==> src/opl_macros.svh <==
// OPL register section sizes for channel and slot counts and configuration word widths
`ifndef OPL_MACROS_SVH
`define OPL_MACROS_SVH

// two-operator channels
`define OPL_CH 9

// one modulator and one carrier per channel
`define OPL_SLOTS (2 * `OPL_CH)

// operator word is four register bytes
`define OPL_OPCFG_W 32

// keyon + block + fnum + fb + con
`define OPL_CHCFG_W 18

`endif

==> src/opl_bus_pkg.sv <==
// OPL host bus types for register class opcodes and the decoded write request
package opl_bus_pkg;

    // which register byte a host write targets
    typedef enum logic [2:0] {
        NONE    = 3'd0,
        MULT    = 3'd1,
        KSL_TL  = 3'd2,
        AR_DR   = 3'd3,
        SL_RR   = 3'd4,
        FNUM_HI = 3'd5,
        FB_CON  = 3'd6
    } reg_class_t;

    // request held steady for one full slot rotation
    typedef struct packed {
        reg_class_t cls;
        // operator group or channel / 3
        logic [1:0] sel_group;
        // operator sub-slot or channel mod 3
        logic [2:0] sel_sub;
        // raw host data byte
        logic [7:0] data;
    } wr_req_t;

endpackage

==> src/opl_cfg_pkg.sv <==
// OPL configuration types for operator and channel parameters and slot role
package opl_cfg_pkg;

    // operator parameters in register byte order, MSB byte first
    typedef struct packed {
        // byte 1 from 0x20 block
        logic       am;
        logic       vib;
        logic       en_sus;
        logic       ks;
        logic [3:0] mul;
        // byte 2 from 0x40 block
        logic [1:0] ksl;
        logic [5:0] tl;
        // byte 3 from 0x60 block
        logic [3:0] arate;
        logic [3:0] drate;
        // byte 4 from 0x80 block
        logic [3:0] sl;
        logic [3:0] rrate;
    } op_cfg_t;

    // per-channel parameters
    typedef struct packed {
        // 0xB0 block
        logic       keyon;
        logic [2:0] block;
        // low byte comes from 0xA0 latch
        logic [9:0] fnum;
        // 0xC0 block
        logic [2:0] fb;
        logic       con;
    } ch_cfg_t;

    // sub-slots 0..2 modulate and 3..5 carry
    typedef enum logic {
        MODULATOR = 1'b0,
        CARRIER   = 1'b1
    } slot_role_t;

endpackage

==> src/opl_mmr.sv <==
// OPL host write decoder that turns address and data writes into a held register request
`timescale 1ns/1ps
`include "opl_macros.svh"

module opl_mmr (
    input  logic                 clk,
    input  logic                 rst,
    input  logic                 wr,
    input  logic                 a0,
    input  logic [7:0]           din,
    input  logic                 cen,
    output opl_bus_pkg::wr_req_t req,
    output logic [7:0]           latch_fnum,
    output logic                 busy
);

    logic [7:0] addr;
    logic [4:0] cnt;
    logic [3:0] ch;
    logic       ch_ok;
    logic       op_ok;
    logic [1:0] ch_grp;
    logic [2:0] ch_sub;
    logic       dec_fnum_lo;
    opl_bus_pkg::wr_req_t dec;

    // operator offsets 0x00-05 0x08-0D 0x10-15
    assign op_ok = addr[4:3] != 2'd3 && addr[2:0] <= 3'd5;
    assign ch    = addr[3:0];
    assign ch_ok = ch < 4'(`OPL_CH);

    // channel to group and sub-slot
    always_comb begin
        if (ch >= 4'd6) begin
            ch_grp = 2'd2;
            ch_sub = 3'(ch - 4'd6);
        end else if (ch >= 4'd3) begin
            ch_grp = 2'd1;
            ch_sub = 3'(ch - 4'd3);
        end else begin
            ch_grp = 2'd0;
            ch_sub = ch[2:0];
        end
    end

    always_comb begin
        dec         = '0;
        dec.data    = din;
        dec_fnum_lo = 1'b0;
        case (addr[7:5])
            3'd1, 3'd2, 3'd3, 3'd4: begin
                if (op_ok) begin
                    // 0x20 0x40 0x60 0x80 map to consecutive classes
                    dec.cls       = opl_bus_pkg::reg_class_t'(addr[7:5]);
                    dec.sel_group = addr[4:3];
                    dec.sel_sub   = addr[2:0];
                end
            end
            3'd5: begin
                if (ch_ok && !addr[4]) begin
                    dec_fnum_lo = 1'b1;
                end else if (ch_ok) begin
                    dec.cls       = opl_bus_pkg::FNUM_HI;
                    dec.sel_group = ch_grp;
                    dec.sel_sub   = ch_sub;
                end
            end
            3'd6: begin
                if (ch_ok && !addr[4]) begin
                    dec.cls       = opl_bus_pkg::FB_CON;
                    dec.sel_group = ch_grp;
                    dec.sel_sub   = ch_sub;
                end
            end
            default: dec.cls = opl_bus_pkg::NONE;
        endcase
    end

    always_ff @(posedge clk) begin
        if (rst) begin
            addr       <= '0;
            latch_fnum <= '0;
            req        <= '0;
            busy       <= 1'b0;
            cnt        <= '0;
        end else begin
            if (wr && !a0) begin
                addr <= din;
            end
            // data writes while busy are lost
            if (wr && a0 && !busy) begin
                if (dec_fnum_lo) begin
                    latch_fnum <= din;
                end
                if (dec.cls != opl_bus_pkg::NONE) begin
                    req  <= dec;
                    busy <= 1'b1;
                    cnt  <= '0;
                end
            end else if (busy && cen) begin
                // retire after one full rotation
                if (cnt == 5'(2 * `OPL_CH - 1)) begin
                    req.cls <= opl_bus_pkg::NONE;
                    busy    <= 1'b0;
                    cnt     <= '0;
                end else begin
                    cnt <= cnt + 5'd1;
                end
            end
        end
    end

    a_busy_cls: assert property (@(posedge clk) disable iff (rst)
        busy == (req.cls != opl_bus_pkg::NONE));

endmodule

==> src/opl_op_csr.sv <==
// operator configuration ring that circulates 18 slot words and patches one byte per match
`timescale 1ns/1ps
`include "opl_macros.svh"

module opl_op_csr (
    input  logic                    clk,
    input  logic                    rst,
    input  logic                    cen,
    input  logic [7:0]              data,
    input  opl_bus_pkg::reg_class_t cls,
    input  logic                    upd_i,
    input  logic                    upd_ii,
    input  logic                    upd_iv,
    output opl_cfg_pkg::op_cfg_t    shift_out
);

    logic [`OPL_OPCFG_W-1:0] ring [`OPL_SLOTS];
    logic [`OPL_OPCFG_W-1:0] ring_in;
    opl_cfg_pkg::op_cfg_t    at_head;
    opl_cfg_pkg::op_cfg_t    at_ksl;
    opl_cfg_pkg::op_cfg_t    at_rate;
    opl_cfg_pkg::op_cfg_t    at_tail;
    logic hit_mult;
    logic hit_ksl_tl;
    logic hit_ar_dr;
    logic hit_sl_rr;

    // byte owner is the slot current at entry minus the flag delay
    assign hit_mult   = upd_i  && cls == opl_bus_pkg::MULT;
    assign hit_ar_dr  = upd_ii && cls == opl_bus_pkg::AR_DR;
    assign hit_sl_rr  = upd_ii && cls == opl_bus_pkg::SL_RR;
    assign hit_ksl_tl = upd_iv && cls == opl_bus_pkg::KSL_TL;

    // tail word re-enters with at most one byte swapped
    assign ring_in = {hit_mult   ? data : at_tail[31:24],
                      hit_ksl_tl ? data : at_tail[23:16],
                      hit_ar_dr  ? data : at_tail[15:8],
                      hit_sl_rr  ? data : at_tail[7:0]};

    always_ff @(posedge clk) begin
        if (rst) begin
            for (int i = 0; i < `OPL_SLOTS; i++) begin
                ring[i] <= '0;
            end
        end else if (cen) begin
            ring[0] <= ring_in;
            for (int i = 1; i < `OPL_SLOTS; i++) begin
                ring[i] <= ring[i-1];
            end
        end
    end

    // taps picked so every field lands on its pipeline stage
    assign at_head = ring[0];
    assign at_ksl  = ring[`OPL_SLOTS-4];
    assign at_rate = ring[`OPL_SLOTS-2];
    assign at_tail = ring[`OPL_SLOTS-1];

    always_comb begin
        // am vib en_sus and tl straight off the tail
        shift_out       = at_tail;
        // ks and mul one slot behind
        shift_out.ks    = at_head.ks;
        shift_out.mul   = at_head.mul;
        shift_out.ksl   = at_ksl.ksl;
        shift_out.arate = at_rate.arate;
        shift_out.drate = at_rate.drate;
        shift_out.sl    = at_rate.sl;
        shift_out.rrate = at_rate.rrate;
    end

    // stage flags come from distinct slot delays so only one byte owner can match
    a_one_byte: assert property (@(posedge clk) disable iff (rst)
        cen |-> $onehot0({upd_i, upd_ii, upd_iv}));

endmodule

==> src/opl_reg.sv <==
// OPL register block with slot sequencer, update matching, channel memory and operator store
`timescale 1ns/1ps
`include "opl_macros.svh"

module opl_reg (
    input  logic                    clk,
    input  logic                    rst,
    input  logic                    cen,
    input  opl_bus_pkg::wr_req_t    req,
    input  logic [7:0]              latch_fnum,
    output logic                    zero,
    output logic [1:0]              group,
    output opl_cfg_pkg::slot_role_t role,
    output opl_cfg_pkg::op_cfg_t    op_cfg,
    output opl_cfg_pkg::ch_cfg_t    ch_cfg
);

    localparam int ch_per_group = 3;
    localparam int n_groups     = `OPL_CH / ch_per_group;
    localparam int n_subs       = `OPL_SLOTS / n_groups;

    typedef struct packed {
        logic [1:0] grp;
        logic [2:0] sub;
    } slot_pos_t;

    slot_pos_t pos;
    slot_pos_t pos_next;
    slot_pos_t pos_ii;
    slot_pos_t pos_iii;
    slot_pos_t pos_iv;
    slot_pos_t sel;
    logic upd_i;
    logic upd_ii;
    logic upd_iv;
    logic up_fnum;
    logic up_fbcon;
    opl_cfg_pkg::ch_cfg_t ch_new;
    logic [`OPL_CHCFG_W-1:0] ch_in  [n_groups];
    logic [`OPL_CHCFG_W-1:0] ch_out [n_groups];

    // sub-slot 0..5 then group 0..2
    always_comb begin
        pos_next = pos;
        if (pos.sub == 3'(n_subs - 1)) begin
            pos_next.sub = '0;
            pos_next.grp = (pos.grp == 2'(n_groups - 1)) ? 2'd0 : pos.grp + 2'd1;
        end else begin
            pos_next.sub = pos.sub + 3'd1;
        end
    end

    // delayed slot positions for stage II and IV compares
    always_ff @(posedge clk) begin
        if (rst) begin
            pos     <= '0;
            pos_ii  <= '{grp: 2'(n_groups - 1), sub: 3'(n_subs - 1)};
            pos_iii <= '{grp: 2'(n_groups - 1), sub: 3'(n_subs - 2)};
            pos_iv  <= '{grp: 2'(n_groups - 1), sub: 3'(n_subs - 3)};
        end else if (cen) begin
            pos     <= pos_next;
            pos_ii  <= pos;
            pos_iii <= pos_ii;
            pos_iv  <= pos_iii;
        end
    end

    assign group = pos.grp;
    assign zero  = pos == '0;
    assign role  = (pos.sub >= 3'(n_subs / 2)) ? opl_cfg_pkg::CARRIER : opl_cfg_pkg::MODULATOR;

    // request is steady for 18 cen so each stage sees its slot once
    assign sel    = '{grp: req.sel_group, sub: req.sel_sub};
    assign upd_i  = pos == sel;
    assign upd_ii = pos_ii == sel;
    assign upd_iv = pos_iv == sel;

    opl_op_csr u_op_csr (
        .clk       (clk),
        .rst       (rst),
        .cen       (cen),
        .data      (req.data),
        .cls       (req.cls),
        .upd_i     (upd_i),
        .upd_ii    (upd_ii),
        .upd_iv    (upd_iv),
        .shift_out (op_cfg)
    );

    // channel writes only hit on sub-slots 0..2
    assign up_fnum  = upd_i && req.cls == opl_bus_pkg::FNUM_HI;
    assign up_fbcon = upd_i && req.cls == opl_bus_pkg::FB_CON;

    always_comb begin
        case (pos.grp)
            2'd1:    ch_cfg = ch_out[1];
            2'd2:    ch_cfg = ch_out[2];
            default: ch_cfg = ch_out[0];
        endcase
        ch_new = ch_cfg;
        if (up_fnum) begin
            ch_new.keyon = req.data[5];
            ch_new.block = req.data[4:2];
            ch_new.fnum  = {req.data[1:0], latch_fnum};
        end
        if (up_fbcon) begin
            ch_new.fb  = req.data[3:1];
            ch_new.con = req.data[0];
        end
    end

    // idle groups recirculate, 12 cen keeps their phase
    for (genvar g = 0; g < n_groups; g++) begin : g_ch_mem
        assign ch_in[g] = (pos.grp == 2'(g)) ? ch_new : ch_out[g];

        opl_sh_rst #(
            .width  (`OPL_CHCFG_W),
            .stages (ch_per_group)
        ) u_ch_mem (
            .clk  (clk),
            .rst  (rst),
            .cen  (cen),
            .din  (ch_in[g]),
            .drop (ch_out[g])
        );
    end

    a_sub_range: assert property (@(posedge clk) disable iff (rst)
        pos.sub <= 3'(n_subs - 1));

    a_group_range: assert property (@(posedge clk) disable iff (rst)
        pos.grp != 2'd3);

endmodule

==> src/opl_regs_top.sv <==
// OPL register section top pairing the host write decoder with the register block
`timescale 1ns/1ps

module opl_regs_top (
    input  logic                    clk,
    input  logic                    rst,
    input  logic                    cen,
    input  logic                    wr,
    input  logic                    a0,
    input  logic [7:0]              din,
    output logic                    busy,
    output logic                    zero,
    output logic [1:0]              group,
    output opl_cfg_pkg::slot_role_t role,
    output opl_cfg_pkg::op_cfg_t    op_cfg,
    output opl_cfg_pkg::ch_cfg_t    ch_cfg
);

    opl_bus_pkg::wr_req_t req;
    logic [7:0]           latch_fnum;

    // host side
    opl_mmr u_mmr (
        .clk        (clk),
        .rst        (rst),
        .wr         (wr),
        .a0         (a0),
        .din        (din),
        .cen        (cen),
        .req        (req),
        .latch_fnum (latch_fnum),
        .busy       (busy)
    );

    // slot pipeline side
    opl_reg u_reg (
        .clk        (clk),
        .rst        (rst),
        .cen        (cen),
        .req        (req),
        .latch_fnum (latch_fnum),
        .zero       (zero),
        .group      (group),
        .role       (role),
        .op_cfg     (op_cfg),
        .ch_cfg     (ch_cfg)
    );

endmodule

==> src/opl_sh_rst.sv <==
// multi-stage shift register with synchronous clear, advancing on clock enable
`timescale 1ns/1ps

module opl_sh_rst #(
    parameter int width  = 18,
    parameter int stages = 3
) (
    input  logic             clk,
    input  logic             rst,
    input  logic             cen,
    input  logic [width-1:0] din,
    output logic [width-1:0] drop
);

    logic [width-1:0] bits [stages];

    always_ff @(posedge clk) begin
        if (rst) begin
            for (int i = 0; i < stages; i++) begin
                bits[i] <= '0;
            end
        end else if (cen) begin
            bits[0] <= din;
            // move everything one stage down
            for (int i = 1; i < stages; i++) begin
                bits[i] <= bits[i-1];
            end
        end
    end

    // oldest entry leaves here
    assign drop = bits[stages-1];

endmodule

==> config.mk <==
export PLATFORM = sky130hd
export DESIGN_NAME = opl_regs_top
export DESIGN_NICKNAME = d
export VERILOG_FILES = /design/src/opl_bus_pkg.sv /design/src/opl_cfg_pkg.sv /design/src/opl_mmr.sv /design/src/opl_op_csr.sv /design/src/opl_reg.sv /design/src/opl_regs_top.sv /design/src/opl_sh_rst.sv
export VERILOG_INCLUDE_DIRS = /design/src /design/src/src
export SDC_FILE = /design/constraint.sdc
export NUM_CORES = 1
export LEC_CHECK = 0
export BUFFER_PORTS_ARGS = -buffer_cell sky130_fd_sc_hd__buf_2
export CAP_MARGIN = 25
export CORE_MARGIN = 1.5
export CORE_UTILIZATION = 30
export DETAILED_ROUTE_END_ITERATION = 16
export PLACE_DENSITY = 0.49
export REMOVE_ABC_BUFFERS = 1
export SETUP_SLACK_MARGIN = 0.02
export SYNTH_ARGS = -nofsm -noshare
export SYNTH_HDL_FRONTEND = slang
export SYNTH_SLANG_ARGS = --single-unit
export TNS_END_PERCENT = 5
==> constraint.sdc <==
create_clock -name clk -period 12.21 [get_ports clk]
set_input_delay 3.0525 -clock clk [delete_from_list [all_inputs] [get_ports clk]]
set_output_delay 3.0525 -clock clk [all_outputs]
set_load 0.01 [all_outputs]
==> results of run 1 <==
-- per-layer routing --
| metal | share of wire [%] | track usage (%) |
|---|---|---|
| met2 | 44 | 15.83 |
| met1 | 50 | 16.48 |
| met3 | 4.0 | 2.241 |
| met4 | 2.4 | 4.135 |
| met5 | 0 | 0 |
-- synth_stat cells (all sizes together), types with 2 or more instances --
library cell	number
nor4b	2
o21ai	67
xor2	12
nor2b	6
nor4	2
nand2	30
or4	2
nand4b	2
buf	53
a21oi	101
nand2b	5
clkbuf	107
a22oi	18
mux2i	75
dfxtp	58
o31ai	4
a311oi	3
a21o	4
xnor2	10
and2	655
nand4	7
nor3b	2
inv	11
ha	12
nor3	10
edfxtp	738
a211oi	2
nor2	85
nand3	13
-- worst max path at each step --
stage	from	endpoint	slack (ps)	cells after the start
3_5_place_dp	rst	u_reg.u_op_csr.ring[11][20]	5320	5
6_report	rst	u_reg.u_op_csr.ring[14][31]	6060	5
4_1_cts	u_reg.group[1]	ch_cfg[16]	6010	5
5_1_grt	rst	u_reg.u_op_csr.ring[6][29]	5880	5
2_1_floorplan	rst	u_reg.g_ch_mem[0].u_ch_mem.bits[0][0]	-7080	3
3_3_place_gp	rst	u_reg.u_op_csr.ring[12][20]	5510	5
-- area by class of cell --
class	instances	share of cell area, %
clock inverter	49	0.9226
clock buffer	107	6.302
sequential	796	65.89
tap	1380	4.878
inverter	11	0.1166
timing repair buffer	87	1.591
multi-input combinational	1143	20.30
-- power breakdown --
| group | leakage (nW) | internal, mW | switching, mW |
|---|---|---|---|
| Sequential | 8.66 | 3.15 | 0.0543 |
| Combinational | 3.63 | 0.0646 | 0.142 |
| Clock | 1.24 | 1.33 | 1.06 |
-- kinds of logic after synthesis --
kind of cell / count (synthesis)
xor+xnor: 22
flops: 796
buf+inv: 171
mux: 75
compound gates: 208
fa+ha+maj: 12
simple gates: 826
-- flip-flops by register name, indices dropped and copies added (netlist names) --
name / cells
u_reg.group: 2
u_mmr.latch_fnum: 8
u_mmr.cnt: 5
u_reg.pos: 3
u_reg.pos_ii: 5
u_reg.pos_iv: 5
u_mmr.addr: 8
u_reg.u_op_csr.ring: 576
u_mmr.req: 16
u_reg.g_ch_mem.u_ch_mem.bits: 162
u_reg.pos_iii: 5
u_mmr.busy: 1
-- worst min-delay path: cells and delay by family (launching register included) --
| family | cells | cell delay (ps) |
|---|---|---|
| mux | 1 | 70 |
| simple gates | 1 | 60 |
| flops | 1 | 320 |
==> reports/results.ini, run 1 <==
[critical_path]
cp_top_family=buffers and inverters
worstPathMaxFanout=183
reg2reg_slack_ps=9260
timing.reg2reg.worst_path_depth=7
timing.critical_path.arrival_ps=6400
cp_cell_sequence=buf_2 > buf_4 > or2_4 > buf_12 > buf_4
crit_path_max_incr_delay_ps=870
worst_path_max_delay_cell=buf_4
timing.critical_path.buf_inv=4
critical_path_class=in2reg
crit_required_ps=12460
worstReg2RegEnd=u_mmr.req[11]
crit-reg2reg-launch=u_mmr.addr[1]
cp_common_cell=buf_4
timing.critical_path.from_type=input port
cp-end-kind=flop

[drt]
totalWireLength_mm=58.69
first_pass_iters=5
drt_first_iter_violations=1239
postRouteAntennaNets=0
drc=0
avgViaCountPerCell=4.351
detailroute.via_count=15550
wl_per_cell_um=16.43

[timing]
report.final.slew_viol_count=0
setup_tns_ps=0
final_critical_path_setup_slack_ps=6058
finalCriticalPeriod_ps=6152
finalClockSkew_ps=18.58
fmax_ghz=0.1626
tightest_slew_ps=1298
hold-worst-slack_ps=473.0
hold_viol_final=0
layout_worst_path_cycle_share_pct=50.38
timing.final.setup_violations=0
grt_setup_unrepaired=false
slew_headroom_pct=13.43

[power_and_ir_drop]
reported_leakage_power_nw=13.53
max-vdd-ir-drop_v=0.00009223
powerDensity_nw_per_um2=163.6
design_power_total_mw=5.792

[global_route]
globalRouteOverflowTotal=0
grt_pass1_wl_mm=93.08
grt_pass1_vias=15390
antenna_violations_before_repair=0
gr-usage-all-layers_pct=11.08
grt_start_max_net_pins=265

[min_path]
hold_class=reg2reg
min_path_cells=2
hold_path_end=u_reg.pos_iv[1]
hp-start=u_reg.pos_iii[1]

[layout]
nFillCells=9957
fin_cells=3573
diodes=0
fin_nets=2149
commonest_non_fill_non_tap_cells_in_the_layout=edfxtp_1, and2_1, a21oi_1
regArea_sq_um=23320
fin_util_pct=34.20
commonest_non_fill_non_tap_cell_in_the_layout=edfxtp_1
multi_input_area_sq_um=7187
post_route_cells_drive_above_1_share_pct=9.530
final_cell_area_sq_um=35400
area_delta_synth_final_pct=13.17

[cts]
cts-htree-levels=3
clkLatencyLatePin_ps=630
cts_setup_buffers=0
cts_num_sinks=796
ctsRootBufferMaster=clkbuf_16
cts-buffers-inserted=85
cts.reportedPaths.clkPinSlew_ps=60
hold_buffers=0
cts_tree=built
cts_resized=0
buffer_depth_of_the_longest_clock_path=3

[yosys]
synth-edff-count=738
synth-xor-area-share_pct=0.6160
synth_async_sr_flop_share_pct=0
postSynthCellCount=2110
synth.yosys.warnings=0
yosys-mux-area-fraction_pct=2.400
post_synth_instance_area_sq_um=31280
synth-seq-area-share_pct=74.56
avgSynthCellArea_sq_um=14.82
synth_fa_ha_area_share_pct=0.4800
synth.area.top_cells=edfxtp_1, and2_1, dfxtp_1
synth_compound_area_share_pct=3.708
yosysTopAreaCell=edfxtp_1
ys_ff_latch=796
synth_top_family_by_area=simple AND/OR/NAND/NOR gates
synth_top_flop_cell=edfxtp_1
synth_top_area_share_pct=70.85
distinct_cell_type_count_of_the_synthesized_netlist=50
synth-simple-area-share_pct=15.70

[die]
core_sq_um=103500
die_w_um=325.9
row_count=118
die_outline_area_sq_um=106200
chipHeight_um=325.9
floorplan.initialDensity_pct=30.22
pin_count=68

[placed_design]
numPortBuffers=67
placed_cell_area_sq_um=32790
detailedPlacementHpwl_mm=30.81
place.detailed.instances=3415
place_congestion=0.7545
dp_worst_setup_slack_ps=5322

[run_status]
outcome=complete, no violations

[job]
drv.max_cap_violation_count=0

Power figures use the tool's default switching activity.
==> run 2, diff against run 1 <==
- clock period: 12.21 -> 5.1 ns (I/O delays scaled with it)
==> reports/results.ini, run 2 (synthesis results as in run 1) <==
[critical_path]
reg2reg_slack_ps=2450
cp-end-kind=primary output
crit-reg2reg-launch=u_reg.group[0]
timing.critical_path.arrival_ps=2920
crit_required_ps=3830
critical_path_class=reg2out
timing.critical_path.from_type=flop
cp_cell_sequence=inv_1 > ha_2 > nor2_1 > a21oi_1 > buf_2
worstPathMaxFanout=36
timing.critical_path.buf_inv=2
timing.reg2reg.worst_path_depth=5
cp_top_family=adder cells
worstReg2RegEnd=u_reg.g_ch_mem[0].u_ch_mem.bits[0][14]
crit_path_max_incr_delay_ps=940
worst_path_max_delay_cell=ha_2

[layout]
number_of_flip_flops_in_the_largest_register=576
post_route_cells_drive_above_1_share_pct=10.60
layout_top_registers=u_reg.u_op_csr.ring (576), u_reg.g_ch_mem.u_ch_mem.bits (162), u_mmr.req (16)
area_delta_synth_final_pct=14.82
commonest_non_fill_non_tap_cells_in_the_layout=edfxtp_1, and2_1, a21oi_1
most_flop_heavy_register=u_reg.u_op_csr.ring
diodes=0
nFillCells=9869
fin_nets=2163
final_cell_area_sq_um=35910
commonest_non_fill_non_tap_cell_in_the_layout=edfxtp_1

[die]
floorplan.initialDensity_pct=30.22
die_w_um=325.9
row_count=118
pin_count=68
die_outline_area_sq_um=106200
chipHeight_um=325.9
core_sq_um=103500

[timing]
hold_viol_final=0
timing.final.setup_violations=0
grt_setup_unrepaired=false
setup_tns_ps=0
report.final.slew_viol_count=0
slew_headroom_pct=39.71
tightest_slew_ps=897.6
finalClockSkew_ps=38.76
finalCriticalPeriod_ps=4195
layout_worst_path_cycle_share_pct=82.25
fmax_ghz=0.2384

[min_path]
hp-start=u_mmr.addr[0]
hold_class=reg2reg
hold_path_end=u_mmr.addr[0]
min_path_cells=2

[power_and_ir_drop]
p_clk_share_pct=43.7
combinationalPowerShare_pct=3.5
cellInternalPower_mw=11.43
sw_frac_of_total_pct=21.11
powerDensity_nw_per_um2=403.5
seqPwrFrac_pct=52.9
net-switching-power_mw=3.059
max-vdd-ir-drop_v=0.0002467
reported_leakage_power_nw=13.79

[drt]
highest-signal-layer=met4
totalWireLength_mm=57.98
avgViaCountPerCell=4.359
first_pass_iters=5
postRouteAntennaNets=0
detailroute.via_count=15640
met2_routed_length_mm=25.56
drc=0
wl_met3_mm=2.224
wl_per_cell_um=16.16
drt_first_iter_violations=1268
wirelength_met1_mm=29.00

[cts]
cts_num_sinks=796
cts_tree=built
hold_buffers=0
cts_setup_buffers=0
cts-htree-levels=3
ctsRootBufferMaster=clkbuf_16
cts_resized=0
clkLatencyLatePin_ps=650
cts.reportedPaths.clkPinSlew_ps=60
cts-buffers-inserted=87
buffer_depth_of_the_longest_clock_path=3

[global_route]
grt_pass1_vias=15680
globalRouteOverflowTotal=0
antenna_violations_before_repair=5
gr-usage-all-layers_pct=11.04
grt_start_max_net_pins=134
grt_pass1_wl_mm=93.41

[placed_design]
place_congestion=0.7453
detailedPlacementHpwl_mm=31.62
placed_cell_area_sq_um=33030
numPortBuffers=67

[job]
drv.max_cap_violation_count=0

[run_status]
outcome=complete, no violations

==> run 2: metrics by stage <==
step	hold WS (ps)	utilization [%]	worst slack, ps	std cells	total power [mW]
3_3_place_gp	455.8	31.90	1552	3428	8.294
2_1_floorplan	441.3	-	-12410	1950	8.170
6_report	485.2	34.70	905.2	3588	14.49
5_1_grt	504.1	34.70	718.5	3588	15.06
3_5_place_dp	475.3	31.91	1498	3429	8.311
4_1_cts	485.7	34.70	862.0	3588	14.73
==> run 2: power groups by stage <==
stage / Sequential [mW] / Clock, mW / Combinational [mW]
after global placement: 7.80 / 0 / 0.496
final: 7.66 / 6.33 / 0.501
after CTS: 7.67 / 6.54 / 0.518
after global routing: 7.70 / 6.78 / 0.569
after detailed placement: 7.80 / 0 / 0.514
after floorplan: 7.84 / 0 / 0.333
==> run 2: cell type report <==
type | instances | area [sq um] | share of cell area (%)
clock buffer | 108 | 2384 | 6.637
clock inverter | 51 | 501.7 | 1.397
inverter | 11 | 41.29 | 0.1150
multi-input combinational | 1143 | 7187 | 20.01
sequential | 796 | 23320 | 64.94
tap | 1380 | 1727 | 4.808
timing repair buffer | 99 | 750.7 | 2.090
==> run 2: metal layers <==
| metal | track usage (%) | up-vias |
|---|---|---|
| met1 | 16.48 | 7849 |
| li1 | - | 7472 |
| met5 | 0 | - |
| met2 | 15.99 | 238 |
| met3 | 2.058 | 80 |
| met4 | 3.751 | 0 |
==> run 2: worst min-delay path, stage by stage (launching register included) <==
cell	delay, ps
dfxtp_1	330
nand2_1	60
a21oi_1	50
==> run 2: worst max-delay path by stage <==
stage,start,end,slack (ps),cells after the start
after floorplan,rst,u_reg.g_ch_mem[0].u_ch_mem.bits[0][0],-12410,3
after global placement,rst,u_reg.u_op_csr.ring[0][15],1550,5
after detailed placement,rst,u_reg.u_op_csr.ring[0][12],1500,5
after CTS,u_reg.group[1],ch_cfg[16],860,6
after global routing,u_reg.group[1],ch_cfg[8],720,6
final,u_reg.group[0],ch_cfg[14],910,5
==> run 3, diff against run 2 <==
- ABC_AREA: not set -> 1
- PLACE_DENSITY: 0.49 -> 0.47
- clock period: 5.1 -> 3.9 ns (I/O delays scaled with it)
==> reports/results.ini, run 3 <==
[global_route]
grt_start_max_net_pins=131
grt_pass1_vias=17860
globalRouteOverflowTotal=0
gr-usage-all-layers_pct=11.57
antenna_violations_before_repair=4
grt_pass1_wl_mm=101.8

[critical_path]
reg2reg_slack_ps=1410
timing.critical_path.from_type=flop
critical_path_class=reg2out
worst_path_max_delay_cell=inv_2
timing.critical_path.from=u_reg.group[0]
timing.critical_path.arrival_ps=2660
worstPathMaxFanout=34
cp_cell_sequence=inv_1 > ha_1 > inv_2 > o22ai_1 > nand2_1 > o21ai_0 > buf_2
crit_required_ps=2920
crit-reg2reg-launch=u_reg.group[0]
crit_path_max_incr_delay_ps=540
cp-end-kind=primary output

[cts]
cts_setup_buffers=0
cts_num_sinks=796
hold_buffers=0
ctsRootBufferMaster=clkbuf_16
cts-buffers-inserted=88
cts-htree-levels=3
buffer_depth_of_the_longest_clock_path=3
cts_resized=0
cts.reportedPaths.clkPinSlew_ps=60
clkLatencyLatePin_ps=650
cts_tree=built

[yosys]
synth-edff-count=738
distinct_cell_type_count_of_the_synthesized_netlist=36
synthTopCellsByCount=inv_1, nor2_1, edfxtp_1
yosysTopAreaCell=edfxtp_1
synth-seq-area-share_pct=71.59
synth_top_area_share_pct=68.02
synth.yosys.warnings=0
synth_async_sr_flop_share_pct=0
post-synth-top-count-cell=inv_1
synth.area.top_cells=edfxtp_1, inv_1, nor2_1
ys_ff_latch=796
synth_top_flop_cell=edfxtp_1
post_synth_instance_area_sq_um=32580
avgSynthCellArea_sq_um=10.74
postSynthCellCount=3032

[die]
die_w_um=332.5
die_outline_area_sq_um=110600
floorplan.initialDensity_pct=30.35
core_sq_um=107400
pin_count=68
row_count=120
chipHeight_um=332.5

[timing]
setup_tns_ps=0
grt_setup_unrepaired=false
hold_viol_final=0
layout_worst_path_cycle_share_pct=93.10
slew_headroom_pct=39.74
hold-worst-slack_ps=459.4
tightest_slew_ps=904.0
fmax_ghz=0.2754
timing.final.setup_violations=0
finalCriticalPeriod_ps=3631
finalClockSkew_ps=20.92
report.final.slew_viol_count=0

[drt]
drt_first_iter_violations=1661
postRouteAntennaNets=0
avgViaCountPerCell=4.143
first_pass_iters=5
totalWireLength_mm=63.50
wl_per_cell_um=13.94
detailroute.via_count=18870
drc=0

[min_path]
hold_class=reg2reg
hp-start=u_reg.pos_iii[1]

[layout]
post_route_cells_drive_above_1_share_pct=7.780
area_delta_synth_final_pct=14.30
most_flop_heavy_register=u_reg.u_op_csr.ring
multi_input_area_sq_um=5479
fin_nets=3105
layout_top_registers=u_reg.u_op_csr.ring (576), u_reg.g_ch_mem.u_ch_mem.bits (162), u_mmr.req (16)
fin_cells=4554
commonest_non_fill_non_tap_cell_in_the_layout=inv_1
commonest_non_fill_non_tap_cells_in_the_layout=inv_1, nor2_1, edfxtp_1
number_of_flip_flops_in_the_largest_register=576
nFillCells=10770
regArea_sq_um=23320

[placed_design]
detailedPlacementHpwl_mm=36.92
place_congestion=0.7571
place.detailed.instances=4393
numPortBuffers=67

[run_status]
outcome=complete, no violations

[power_and_ir_drop]
reported_leakage_power_nw=15.07
powerDensity_nw_per_um2=507.3
max-vdd-ir-drop_v=0.0003382

[job]
drv.max_cap_violation_count=0

-- run 3: cell types whose count changed after synthesis, moves of 7 or more --
| cell | delta |
|---|---|
| a22oi_1 | -14 |
| and2_1 | -655 |
| buf_2 | -7 |
| clkbuf_1 | -10 |
| inv_1 | +801 |
| mux2i_1 | -75 |
| nand2_1 | +148 |
| nand3_1 | +77 |
| nor2_1 | +660 |
| o21ai_0 | +10 |
| o22ai_1 | +23 |
-- run 3: worst max-delay path, delay by kind of cell, from the launching register on --
kind,cells,cell delay (ps)
simple gates,1,90
buf+inv,3,900
flops,1,410
compound gates,2,320
fa+ha+maj,1,260
-- run 3: per-layer routing --
layer	global-route usage [%]	wire (um)	up-vias
met5	0	31	-
met4	3.201	1277	4
met3	2.729	3432	88
met2	17.27	27540	325
met1	16.69	31220	8999
li1	-	-	9453
-- run 3: metrics by stage --
| step | total power, mW | worst slack [ps] | utilization (%) | area [sq um] |
|---|---|---|---|---|
| after floorplan | 11.04 | -12650 | - | 31880 |
| after global placement | 11.15 | 1018 | 32.13 | 34490 |
| after detailed placement | 11.16 | 1005 | 32.15 | 34520 |
| after CTS | 19.21 | 284.0 | 34.68 | 37230 |
| after global routing | 19.70 | 96.52 | 34.68 | 37230 |
| final | 18.89 | 269.2 | 34.69 | 37240 |
-- run 3: layout make-up --
type,instances,share of cell area (%)
Timing Repair Buffer,105,2.325
Clock buffer,113,6.304
Inverter,820,8.310
Antenna cell,2,0.01344
Tap cell,1403,4.714
Multi-Input combinational cell,1269,14.71
Sequential cell,796,62.63
Clock inverter,46,0.9879
-- run 3: cell families (layout without fill, tap and decap cells) --
family | Yosys count | after routing | share of synthesized area (%)
other | 0 | 2 | 0
xor gates and xnor gates | 12 | 12 | 0.3226
DFF | 796 | 796 | 71.59
AOI/OAI and AO/OA | 205 | 205 | 3.341
buffers and inverters | 967 | 1084 | 11.59
and+or+nand+nor | 1040 | 1040 | 12.69
adders and majority gates | 12 | 12 | 0.4609
-- run 3: final timing paths --
check	endpoint	cells past startpoint
worst max-delay path	ch_cfg[1]	7
worst min-delay path	u_reg.pos_iv[1]	2
worst max register to register	u_reg.g_ch_mem[0].u_ch_mem.bits[0][11]	10
worst min register to register	u_reg.pos_iv[1]	2
-- run 3: report_power, final --
group | switching, mW | internal, mW
clock network | 3.41 | 4.52
logic | 0.661 | 0.257
registers | 0.190 | 9.85
